**src/hw/mac_rx_macros.svh**
```systemverilog
// ----------------------------------------------------------
// mac rx constants
// widths, header length, crc-32 values and output stage count
// for the gigabit rgmii receive path
// ----------------------------------------------------------
`ifndef MAC_RX_MACROS_SVH
`define MAC_RX_MACROS_SVH

// ----------------------------------------------------------
// data path widths
// ----------------------------------------------------------

// one rgmii beat carries a full byte at 1g
`define MAC_RX_BYTE_W 8

// beat counter inside a frame, wide enough for jumbo frames
`define MAC_RX_CNT_W 16

// crc register width
`define MAC_RX_CRC_W 32

// ----------------------------------------------------------
// framing
// ----------------------------------------------------------

// seven preamble beats plus the sfd beat
`define MAC_RX_HDR_LEN 8

// ----------------------------------------------------------
// crc-32 (ieee 802.3, reflected form)
// ----------------------------------------------------------
`define MAC_RX_CRC_POLY 32'hEDB8_8320
`define MAC_RX_CRC_INIT 32'hFFFF_FFFF

// register value after data plus a correct fcs, not inverted
`define MAC_RX_CRC_RESIDUE 32'hDEBB_20E3

// ----------------------------------------------------------
// output retiming
// ----------------------------------------------------------
`define MAC_RX_OUT_STAGES 2

`endif

```
**src/hw/mac_rx_pkg.sv**
```systemverilog
// ----------------------------------------------------------
// mac rx types
// beat, stream and link status structs plus state enums
// ----------------------------------------------------------
`include "mac_rx_macros.svh"

package mac_rx_pkg;

    // ----------------------------------------------------------
    // captured rgmii beat
    // ----------------------------------------------------------

    // data from both clock edges, dv and err from rx_ctl
    typedef struct packed {
        logic [`MAC_RX_BYTE_W-1:0] data;
        logic                      dv;
        logic                      err;
    } rx_beat_t;

    // ----------------------------------------------------------
    // delivered byte stream
    // ----------------------------------------------------------

    // crc_good only means something together with eof
    typedef struct packed {
        logic [`MAC_RX_BYTE_W-1:0] data;
        logic                      valid;
        logic                      sof;
        logic                      eof;
        logic                      crc_good;
    } rx_stream_t;

    // ----------------------------------------------------------
    // in-band link status
    // ----------------------------------------------------------

    // speed code as sent by the phy in the gap nibble
    typedef enum logic [1:0] {
        speed_10m  = 2'b00,
        speed_100m = 2'b01,
        speed_1g   = 2'b10
    } link_speed_e;

    // member order follows the nibble: bit 3 down to bit 0
    typedef struct packed {
        logic        full_duplex;
        link_speed_e speed;
        logic        link_up;
    } link_status_t;

    // frame states of the receive sequencer
    typedef enum logic [1:0] {
        rx_idle,
        rx_header,
        rx_payload
    } rx_state_e;

endpackage

```
**src/hw/rx_input_stage.sv**
```systemverilog
// ----------------------------------------------------------
// rx input stage
// registers the captured rgmii beat and picks up the
// in-band link status from the interframe gap
// ----------------------------------------------------------
`include "mac_rx_macros.svh"

module rx_input_stage import mac_rx_pkg::*; (
    input  logic         mac_rx_clk,
    input  logic         arst_n_i,

    // beat from the ddr capture
    input  rx_beat_t     beat_i,

    // registered beat towards the frame sequencer
    output rx_beat_t     beat_o,

    // latched in-band status
    output link_status_t link_status_o
);

    rx_beat_t     beat_q;
    link_status_t link_status_q;
    logic         gap_beat;

    // ----------------------------------------------------------
    // beat register
    // ----------------------------------------------------------

    // captured beat, one cycle behind the pins
    always_ff @(posedge mac_rx_clk or negedge arst_n_i) begin
        if (!arst_n_i) begin
            beat_q <= '0;
        end else begin
            beat_q <= beat_i;
        end
    end

    // ----------------------------------------------------------
    // in-band status
    // ----------------------------------------------------------

    // rx_ctl low on both edges marks an idle gap beat
    assign gap_beat = !beat_q.dv && !beat_q.err;

    // low nibble of a gap beat is link, speed and duplex
    always_ff @(posedge mac_rx_clk or negedge arst_n_i) begin
        if (!arst_n_i) begin
            link_status_q <= '0;
        end else if (gap_beat) begin
            link_status_q <= link_status_t'(beat_q.data[3:0]);
        end
    end

    assign beat_o        = beat_q;
    assign link_status_o = link_status_q;

    // status may only move after a beat without a carrier error
    a_status_no_err : assert property (
        @(posedge mac_rx_clk) disable iff (!arst_n_i)
        !$stable(link_status_q) |-> !$past(beat_q.err)
    );

endmodule

```
**src/hw/rx_crc32_check.sv**
```systemverilog
// ----------------------------------------------------------
// rx crc-32 check
// byte-wide reflected crc-32 register, high output while the
// register holds the good-frame residue
// ----------------------------------------------------------
`include "mac_rx_macros.svh"

module rx_crc32_check (
    input  logic                      mac_rx_clk,
    input  logic                      arst_n_i,

    // reload seed
    input  logic                      clear_i,

    // fold byte_i into the register
    input  logic                      en_i,
    input  logic [`MAC_RX_BYTE_W-1:0] byte_i,

    // register equals the residue
    output logic                      crc_ok_o
);

    logic [`MAC_RX_CRC_W-1:0] crc_q;
    logic [`MAC_RX_CRC_W-1:0] crc_next;

    // ----------------------------------------------------------
    // one byte, lsb first, through the reflected polynomial
    // ----------------------------------------------------------
    function automatic logic [`MAC_RX_CRC_W-1:0] crc_fold(
        input logic [`MAC_RX_CRC_W-1:0]  crc_in,
        input logic [`MAC_RX_BYTE_W-1:0] data_in
    );
        logic [`MAC_RX_CRC_W-1:0] c;
        c = crc_in ^ {{(`MAC_RX_CRC_W-`MAC_RX_BYTE_W){1'b0}}, data_in};
        for (int i = 0; i < `MAC_RX_BYTE_W; i++) begin
            // shift out bit 0, feed back the poly when it was set
            if (c[0]) begin
                c = (c >> 1) ^ `MAC_RX_CRC_POLY;
            end else begin
                c = c >> 1;
            end
        end
        return c;
    endfunction

    assign crc_next = crc_fold(crc_q, byte_i);

    // ----------------------------------------------------------
    // crc register
    // ----------------------------------------------------------
    always_ff @(posedge mac_rx_clk or negedge arst_n_i) begin
        if (!arst_n_i) begin
            crc_q <= `MAC_RX_CRC_INIT;
        end else if (clear_i) begin
            crc_q <= `MAC_RX_CRC_INIT;
        end else if (en_i) begin
            crc_q <= crc_next;
        end
    end

    // data followed by its own fcs always leaves the same value
    assign crc_ok_o = (crc_q == `MAC_RX_CRC_RESIDUE);

    // the sequencer never seeds and folds in the same cycle
    a_clear_en_excl : assert property (
        @(posedge mac_rx_clk) disable iff (!arst_n_i)
        !(clear_i && en_i)
    );

endmodule

```
**src/hw/rx_frame_ctrl.sv**
```systemverilog
// ----------------------------------------------------------
// rx frame control
// strips preamble and sfd by position, drives the crc checker
// and builds the byte stream with sof, eof and crc result
// ----------------------------------------------------------
`include "mac_rx_macros.svh"

module rx_frame_ctrl import mac_rx_pkg::*; (
    input  logic                      mac_rx_clk,
    input  logic                      arst_n_i,

    // registered beat from the input stage
    input  rx_beat_t                  beat_i,

    // crc checker interface
    input  logic                      crc_ok_i,
    output logic                      crc_clear_o,
    output logic                      crc_en_o,
    output logic [`MAC_RX_BYTE_W-1:0] crc_byte_o,

    // delivered stream
    output rx_stream_t                stream_o
);

    // beat number of the sfd, the last header beat to drop
    localparam logic [`MAC_RX_CNT_W-1:0] HDR_LAST = `MAC_RX_CNT_W'(`MAC_RX_HDR_LEN - 1);

    rx_state_e                 state_q;
    logic [`MAC_RX_CNT_W-1:0]  beat_cnt_q;

    // one byte held back so the last one can carry eof
    logic [`MAC_RX_BYTE_W-1:0] pend_data_q;
    logic                      pend_valid_q;
    logic                      pend_sof_q;

    rx_stream_t                stream_q;

    // ----------------------------------------------------------
    // crc sequencing
    // ----------------------------------------------------------

    // seed during the header, fold every payload beat incl. fcs
    assign crc_clear_o = (state_q == rx_header);
    assign crc_en_o    = (state_q == rx_payload) && beat_i.dv;
    assign crc_byte_o  = beat_i.data;

    // ----------------------------------------------------------
    // frame state, beat counter and pending byte
    // ----------------------------------------------------------
    always_ff @(posedge mac_rx_clk or negedge arst_n_i) begin
        if (!arst_n_i) begin
            state_q      <= rx_idle;
            beat_cnt_q   <= '0;
            pend_valid_q <= 1'b0;
            pend_sof_q   <= 1'b0;
        end else begin
            // beats counted only while the carrier is up
            if (!beat_i.dv) begin
                beat_cnt_q <= '0;
            end else begin
                beat_cnt_q <= beat_cnt_q + 1'b1;
            end

            case (state_q)
                rx_idle: begin
                    // first preamble beat
                    if (beat_i.dv) begin
                        state_q <= rx_header;
                    end
                end
                rx_header: begin
                    // runt ending inside the header emits nothing
                    if (!beat_i.dv) begin
                        state_q <= rx_idle;
                    end else if (beat_cnt_q == HDR_LAST) begin
                        state_q <= rx_payload;
                    end
                end
                rx_payload: begin
                    if (beat_i.dv) begin
                        pend_valid_q <= 1'b1;
                        pend_sof_q   <= !pend_valid_q;
                    end else begin
                        pend_valid_q <= 1'b0;
                        pend_sof_q   <= 1'b0;
                        state_q      <= rx_idle;
                    end
                end
                default: begin
                    state_q <= rx_idle;
                end
            endcase
        end
    end

    // payload byte waits here until the next beat shows whether it is the last
    always_ff @(posedge mac_rx_clk or negedge arst_n_i) begin
        if (!arst_n_i) begin
            pend_data_q <= '0;
        end else if (crc_en_o) begin
            pend_data_q <= beat_i.data;
        end
    end

    // ----------------------------------------------------------
    // stream register
    // ----------------------------------------------------------

    // pending byte goes out when the next beat arrives or dv drops
    always_ff @(posedge mac_rx_clk or negedge arst_n_i) begin
        if (!arst_n_i) begin
            stream_q <= '0;
        end else begin
            stream_q.data     <= pend_data_q;
            stream_q.valid    <= (state_q == rx_payload) && pend_valid_q;
            stream_q.sof      <= (state_q == rx_payload) && pend_valid_q && pend_sof_q;
            stream_q.eof      <= (state_q == rx_payload) && pend_valid_q && !beat_i.dv;
            // crc register already holds the last fcs byte here
            stream_q.crc_good <= (state_q == rx_payload) && pend_valid_q && !beat_i.dv
                                 && crc_ok_i;
        end
    end

    assign stream_o = stream_q;

    // strobes only ever ride on a valid byte
    a_eof_has_valid : assert property (
        @(posedge mac_rx_clk) disable iff (!arst_n_i)
        stream_q.eof |-> stream_q.valid
    );

    a_sof_has_valid : assert property (
        @(posedge mac_rx_clk) disable iff (!arst_n_i)
        stream_q.sof |-> stream_q.valid
    );

endmodule

```
**src/hw/mac_rx.sv**
```systemverilog
// ----------------------------------------------------------
// mac rx top
// gigabit rgmii receiver: input stage, frame control and
// crc check, with retimed stream and status outputs
// ----------------------------------------------------------
`include "mac_rx_macros.svh"

module mac_rx import mac_rx_pkg::*; (
    input  logic         mac_rx_clk,
    input  logic         arst_n_i,

    // one captured rgmii beat per clock
    input  rx_beat_t     rgmii_beat_i,

    // frame bytes and in-band status
    output rx_stream_t   rx_stream_o,
    output link_status_t link_status_o
);

    rx_beat_t                  beat_q;
    link_status_t              link_status_q;
    logic                      crc_clear;
    logic                      crc_en;
    logic [`MAC_RX_BYTE_W-1:0] crc_byte;
    logic                      crc_ok;
    rx_stream_t                stream;

    // status lags one cycle to line up with the stream path
    link_status_t              status_align_q;

    rx_stream_t                stream_pipe_q [`MAC_RX_OUT_STAGES];
    link_status_t              status_pipe_q [`MAC_RX_OUT_STAGES];

    // ----------------------------------------------------------
    // receive blocks
    // ----------------------------------------------------------
    rx_input_stage u_input_stage (
        .mac_rx_clk    (mac_rx_clk),
        .arst_n_i      (arst_n_i),
        .beat_i        (rgmii_beat_i),
        .beat_o        (beat_q),
        .link_status_o (link_status_q)
    );

    rx_frame_ctrl u_frame_ctrl (
        .mac_rx_clk  (mac_rx_clk),
        .arst_n_i    (arst_n_i),
        .beat_i      (beat_q),
        .crc_ok_i    (crc_ok),
        .crc_clear_o (crc_clear),
        .crc_en_o    (crc_en),
        .crc_byte_o  (crc_byte),
        .stream_o    (stream)
    );

    rx_crc32_check u_crc32_check (
        .mac_rx_clk (mac_rx_clk),
        .arst_n_i   (arst_n_i),
        .clear_i    (crc_clear),
        .en_i       (crc_en),
        .byte_i     (crc_byte),
        .crc_ok_o   (crc_ok)
    );

    // ----------------------------------------------------------
    // output retiming
    // ----------------------------------------------------------
    always_ff @(posedge mac_rx_clk or negedge arst_n_i) begin
        if (!arst_n_i) begin
            status_align_q <= '0;
            for (int i = 0; i < `MAC_RX_OUT_STAGES; i++) begin
                stream_pipe_q[i] <= '0;
                status_pipe_q[i] <= '0;
            end
        end else begin
            status_align_q   <= link_status_q;
            stream_pipe_q[0] <= stream;
            status_pipe_q[0] <= status_align_q;
            // plain shift through the remaining stages
            for (int i = 1; i < `MAC_RX_OUT_STAGES; i++) begin
                stream_pipe_q[i] <= stream_pipe_q[i-1];
                status_pipe_q[i] <= status_pipe_q[i-1];
            end
        end
    end

    assign rx_stream_o   = stream_pipe_q[`MAC_RX_OUT_STAGES-1];
    assign link_status_o = status_pipe_q[`MAC_RX_OUT_STAGES-1];

endmodule

```
**config.mk**
```make
export PLATFORM = sky130hd
export DESIGN_NAME = mac_rx
export DESIGN_NICKNAME = d
export VERILOG_FILES = /design/src/hw/mac_rx_pkg.sv /design/src/hw/rx_input_stage.sv /design/src/hw/rx_crc32_check.sv /design/src/hw/rx_frame_ctrl.sv /design/src/hw/mac_rx.sv
export VERILOG_INCLUDE_DIRS = /design/src /design/src/hw
export SDC_FILE = /design/constraint.sdc
export NUM_CORES = 1
export LEC_CHECK = 0
export BUFFER_PORTS_ARGS = -buffer_cell sky130_fd_sc_hd__buf_2
export CAP_MARGIN = 20
export CORE_MARGIN = 2
export CORE_UTILIZATION = 60
export DETAILED_ROUTE_END_ITERATION = 12
export GPL_ROUTABILITY_DRIVEN = 0
export HOLD_SLACK_MARGIN = 0.12
export PLACE_DENSITY = 0.89
export SLEW_MARGIN = 10
export SYNTH_ARGS = -nofsm -noshare
export SYNTH_HDL_FRONTEND = slang
export SYNTH_HIERARCHICAL = 1
export SYNTH_SLANG_ARGS = --single-unit
```
**constraint.sdc**
```tcl
create_clock -name mac_rx_clk -period 2.4 [get_ports mac_rx_clk]
set_input_delay 0 -clock mac_rx_clk [delete_from_list [all_inputs] [get_ports mac_rx_clk]]
set_output_delay 0 -clock mac_rx_clk [all_outputs]
set_load 0.02 [all_outputs]
```
Word level (Yosys, flattened, before mapping)
Cells that the tools add are included.
{ "totals": {"word_cells": 83, "output_inout_bits": 16, "regBits": 122, "inputBits": 12} }
{ "classes": {"reduce_logical": 12, "bitwise": 9, "mux": 18, "n_addsub": 1, "n_eq_ne": 7} }
{ "ops": {"columns": ["cell", "count"], "rows": [
  ["32-bit two-way mux", 10],
  ["13-bit inverter with 14-bit output", 8],
  ["32-bit equality test (second input constant)", 1],
  ["32-bit by 8-bit bitwise XOR with 32-bit output", 1],
  ["16-bit by 1-bit adder with 16-bit output (second input constant)", 1],
  ["16-bit by 3-bit equality test with 1-bit output (second input constant)", 1],
  ["16-bit two-way mux", 1],
  ["2-bit two-way mux", 4],
  ["1-bit logical AND", 6],
  ["2-bit case mux with 3 select lines", 1],
  ["2-bit inequality test (second input constant)", 2],
  ["1-bit logical NOT", 3],
  ["3-bit by 2-bit inequality test with 1-bit output (second input constant)", 1],
  ["3-bit AND reduction", 1],
  ["2-bit by 1-bit equality test with 1-bit output (second input constant)", 1],
  ["2-bit equality test (second input constant)", 1],
  ["2-bit logical NOT", 1],
  ["1-bit two-way mux", 2],
  ["2-bit nonzero test", 1]
]} }

Longest topological paths before layout
{ "depth": {"ltp_word": 19, "mapped_depth": 8, "depth_no_buf": 6} }

By module
The synthesis kept the hierarchy.
{ "modules_own_cells": {"columns": ["module", "seq_area_each_um2", "cells_each", "area_each_um2", "n_inst"], "rows": [
  ["rx_crc32_check", 840.8, 208, 2259.7, 1],
  ["rx_frame_ctrl", 1001.0, 138, 1699.1, 1],
  ["mac_rx", 900.9, 52, 1021.0, 1],
  ["rx_input_stage", 350.3, 19, 421.7, 1]
]} }

Worst setup path before layout
OpenSTA, ideal clock, no wires.
{ "synth_timing": {"path_kind": "reg-to-reg", "from": "reg u_crc32_check.crc_q[0]", "to": "reg u_crc32_check.crc_q[25]", "period_less_slack_ns": 1.980, "path_stages_with_launch": 6, "setup_slack_ns": 0.420, "arrival_time_ns": 1.899, "setup_time_ns": 0.082, "path_buffers": 0, "t_required_ns": 2.318, "cell_sequence": "dfstp_2 xor2_2 xnor3_2 xnor2_2 and4b_1 nor3_1"} }
{ "synth_via": {"elab_chain_len": 11} }
{ "synth_lines": {"columns": ["item", "line", "text"], "rows": [
  ["start, declared", "rx_crc32_check.sv:23", "logic [`MAC_RX_CRC_W-1:0] crc_q;"],
  ["start signal, assigned", "rx_crc32_check.sv:53", "crc_q <= `MAC_RX_CRC_INIT;"],
  ["start signal, assigned", "rx_crc32_check.sv:55", "crc_q <= `MAC_RX_CRC_INIT;"],
  ["start signal, assigned", "rx_crc32_check.sv:57", "crc_q <= crc_next;"],
  ["32-bit by 8-bit bitwise XOR with 32-bit output", "rx_crc32_check.sv:34", "c = crc_in ^ {{(`MAC_RX_CRC_W-`MAC_RX_BYTE_W){1'b0}}, data_in};"],
  ["32-bit two-way mux (8 in a row)", "rx_crc32_check.sv:37", "if (c[0]) begin"],
  ["32-bit two-way mux", "rx_crc32_check.sv:56", "end else if (en_i) begin"],
  ["32-bit two-way mux", "rx_crc32_check.sv:54", "end else if (clear_i) begin"]
]} }
No other way between the ends. The select of a mux whose other input is x is not followed.
A chain may end at the register's enable or synchronous reset.

Worst setup path in the final report
Same ends and word-level chain as after synthesis.

==> impl_metrics.json <==
{
  "die-area_sq_mm": 0.00978,
  "synth_area_leaders": "dfrtp_1 42%, dfstp_2 16%, xnor2_1 7.3%, buf_4 3.3%, xor2_1 3.1%",
  "rows": 34,
  "cts_buffers": 17,
  "yosysSeqAreaShare_pct": 57.3,
  "vias": 3478,
  "htreeDepth": 4,
  "cp-start-kind": "flip-flop",
  "grt_pass1_vias": 3685,
  "avgSynthCellArea_sq_um": 13.0,
  "die_h_um": 98.9,
  "syn2layout_area_growth_pct": 16.7,
  "finalSetupTns_ps": 0,
  "multi_input_area_sq_mm": 0.00205,
  "use_met3_pct": 8.37,
  "yosysTopAreaCellShare_pct": 41.7,
  "async_flop_share_pct": 100,
  "synth_top_family_by_area": "XOR/XNOR gates",
  "totalWireLength_um": 13000,
  "min_from": "rgmii_beat_i[7]",
  "vias_per_cell": 6.03,
  "grt_util_met1_pct": 35.3,
  "fin_crit_sh_pct": 96.9,
  "synth-main-ff-cell": "dfrtp_1",
  "die_x_um": 98.9,
  "start_util_pct": 61.9,
  "synthAdderAreaFrac_pct": 0.232,
  "firstDrtPassIters": 8,
  "synth.mux.area_fraction_pct": 3.34,
  "period_needed_ps": 2320,
  "numClockSinks": 122,
  "use_met2_pct": 47.7,
  "status": "completed",
  "p_per_area_mw_per_mm2": 810,
  "portBuffers": 27,
  "layout-drive-gt1-share_pct": 29.4,
  "r2r_slack_ps": 80,
  "r2r-start": "u_crc32_check/crc_q[0]",
  "root_buffer": "clkbuf_8",
  "reg2regPathDepth": 5,
  "post-route-drc-count": 0,
  "antenna_found_initial": 0,
  "max_freq_mhz": 430,
  "yosys.area.top_type": "dfrtp_1",
  "r2r-end": "u_crc32_check/crc_q[25]",
  "cts_tree": "built",
  "holdWs_ps": 152,
  "clk_pin_slew_ps": 60,
  "tightest_slew_ps": 718,
  "irDropWorstVdd_mv": 0.415,
  "synth_simple_gate_area_share_pct": 12.8,
  "nNetsFinal": 469,
  "synth_cells": 417,
  "core_sq_mm": 0.00872,
  "holdCritPathClass": "primary input to flip-flop",
  "synthXorXnorAreaFrac_pct": 16.8,
  "total_leakage_power_nw": 2.84,
  "ff_latch_area_sq_mm": 0.00309,
  "worstSkewPairLatency_ps": 520,
  "drt-initial-drc-count": 343,
  "fin_skew_ps": 11.2,
  "grt_start_max_net_pins": 43,
  "synth_common_cells": "90 x dfrtp_1, 45 x xnor2_1, 32 x dfstp_2",
  "synth_compound_area_share_pct": 4.66,
  "gr-max-usage-layer": "met2",
  "diodes": 0,
  "cts_setup_buffers": 0,
  "worst_ep_required_time_ps": 2800,
  "synth-seq-cells": 122,
  "grt_pass1_wl_um": 21100,
  "drv_cap": 0,
  "finalSetupViolCount": 0,
  "syn-cell-area_sq_mm": 0.00540,
  "yosysWarningCount": 6,
  "yosysMostFrequentCell": "dfrtp_1",
  "slew_headroom_pct": 51.7,
  "clockBufferDepth": 2,
  "fill_cells": 459,
  "critPathCaptureType": "flip-flop",
  "critical_path_class": "flip-flop to flip-flop",
  "hold_viol": 0,
  "min_path_cells": 2,
  "rsz0062_at_grt": "no",
  "finalMaxSlewViolations": 0,
  "hpwl_um": 6260,
  "io_pins": 28,
  "grt_usage_pct": 29.0,
  "cp_max_fo": 4,
  "synth_cell_types": 50,
  "grt_overflow": 0,
  "arrival_ps": 2730,
  "holdPathEnd": "u_input_stage/beat_o[7]",
  "ant_nets": 0,
  "post_drt_wl_per_cell_um": 22.6,
  "synthesis.nets": 430,
  "synth_edf_count": 0
}
registers in the layout (all words and copies together) (netlist names), 2 cells and up:
signal                       count
stream_pipe_q                   12
link_status_o                    4
rx_stream_o                     12
status_align_q                   4
u_frame_ctrl/beat_cnt_q         16
u_crc32_check/crc_q             32
u_frame_ctrl/state_q             2
u_frame_ctrl/stream_o           12
status_pipe_q                    4
u_input_stage/link_status_o      4
u_frame_ctrl/pend_data_q         8
u_input_stage/beat_o            10
layout by cell type, fill, tap and decap left out, types with 4 or more instances in the layout:
| master | count |
|---|---|
| dfrtp_1 | 90 |
| xnor2_1 | 45 |
| dfstp_2 | 32 |
| buf_2 | 26 |
| nor2_1 | 22 |
| xor2_1 | 19 |
| dlygate4sd3_1 | 17 |
| a21oi_1 | 17 |
| clkbuf_16 | 16 |
| or2_1 | 14 |
| nor2b_1 | 14 |
| a211o_1 | 13 |
| buf_4 | 12 |
| and2_1 | 12 |
| nand2_1 | 11 |
| xnor2_2 | 10 |
| nand3_1 | 8 |
| mux2_2 | 8 |
| nor4_1 | 7 |
| inv_6 | 5 |
| inv_1 | 5 |
| clkinv_4 | 4 |
| nor3_1 | 4 |
| mux2_4 | 4 |
critical path, stage by stage (launching register included):
cell and delay, ps:
dfstp_2 640, xor2_4 300, xnor3_2 550, xnor2_2 190, and4b_1 240, nor3_1 290
final cells by class:
| type | count | share of cell area [%] |
|---|---|---|
| Clock buffer | 17 | 6.57 |
| Clock inverter | 15 | 2.46 |
| Inverter | 6 | 0.357 |
| Multi-Input combinational cell | 252 | 32.6 |
| Sequential cell | 122 | 49.1 |
| Tap cell | 108 | 2.14 |
| Timing Repair Buffer | 57 | 6.83 |
timing repair:
action                     in CTS  in global routing
gates resized for setup         0                  1
hold endpoints to repair      103                  0
hold buffers                   18                  0
setup endpoints to repair       0                  1
how the worst max path moves through the flow:
stage / from / end / cells past startpoint
3_3_place_gp: u_crc32_check/crc_q[0] / u_crc32_check/crc_q[25] / 5
6_report: u_crc32_check/crc_q[0] / u_crc32_check/crc_q[25] / 5
5_1_grt: u_crc32_check/crc_q[0] / u_crc32_check/crc_q[25] / 5
2_1_floorplan: u_crc32_check/crc_q[0] / u_crc32_check/crc_q[25] / 5
4_1_cts: u_crc32_check/crc_q[0] / u_crc32_check/crc_q[25] / 5
3_5_place_dp: u_crc32_check/crc_q[0] / u_crc32_check/crc_q[25] / 5
stage by stage:
step / area (sq um) / std cells / power, mW / setup WS (ps) / util, %
2_1_floorplan: 5400 / 417 / 2.50 / 420 / -
3_5_place_dp: 5530 / 527 / 2.61 / 260 / 63.4
5_1_grt: 6300 / 577 / 5.27 / 53.1 / 72.3
3_3_place_gp: 5530 / 527 / 2.59 / 352 / 63.4
4_1_cts: 6290 / 577 / 5.08 / 167 / 72.2
6_report: 6300 / 577 / 5.11 / 75.3 / 72.3
logic make-up after synthesis:
kind of cell	after synthesis
simple gates	115
buf+inv	43
fa+ha+maj	1
xor+xnor	82
flops	122
compound gates	39
mux	15
power by group:
part	total [mW]	switching, mW	internal, mW
Sequential	2.17	0.0429	2.12
Combinational	0.475	0.262	0.214
Clock	2.46	1.05	1.41
Total	5.11	1.35	3.75
per-layer routing:
metal / routed length, um / part of all wire, %
met2: 6590 / 51
met4: 639 / 4.9
met5: 0 / 0
met1: 4760 / 37
met3: 1040 / 8.0
(Power assumes the default switching activity.)
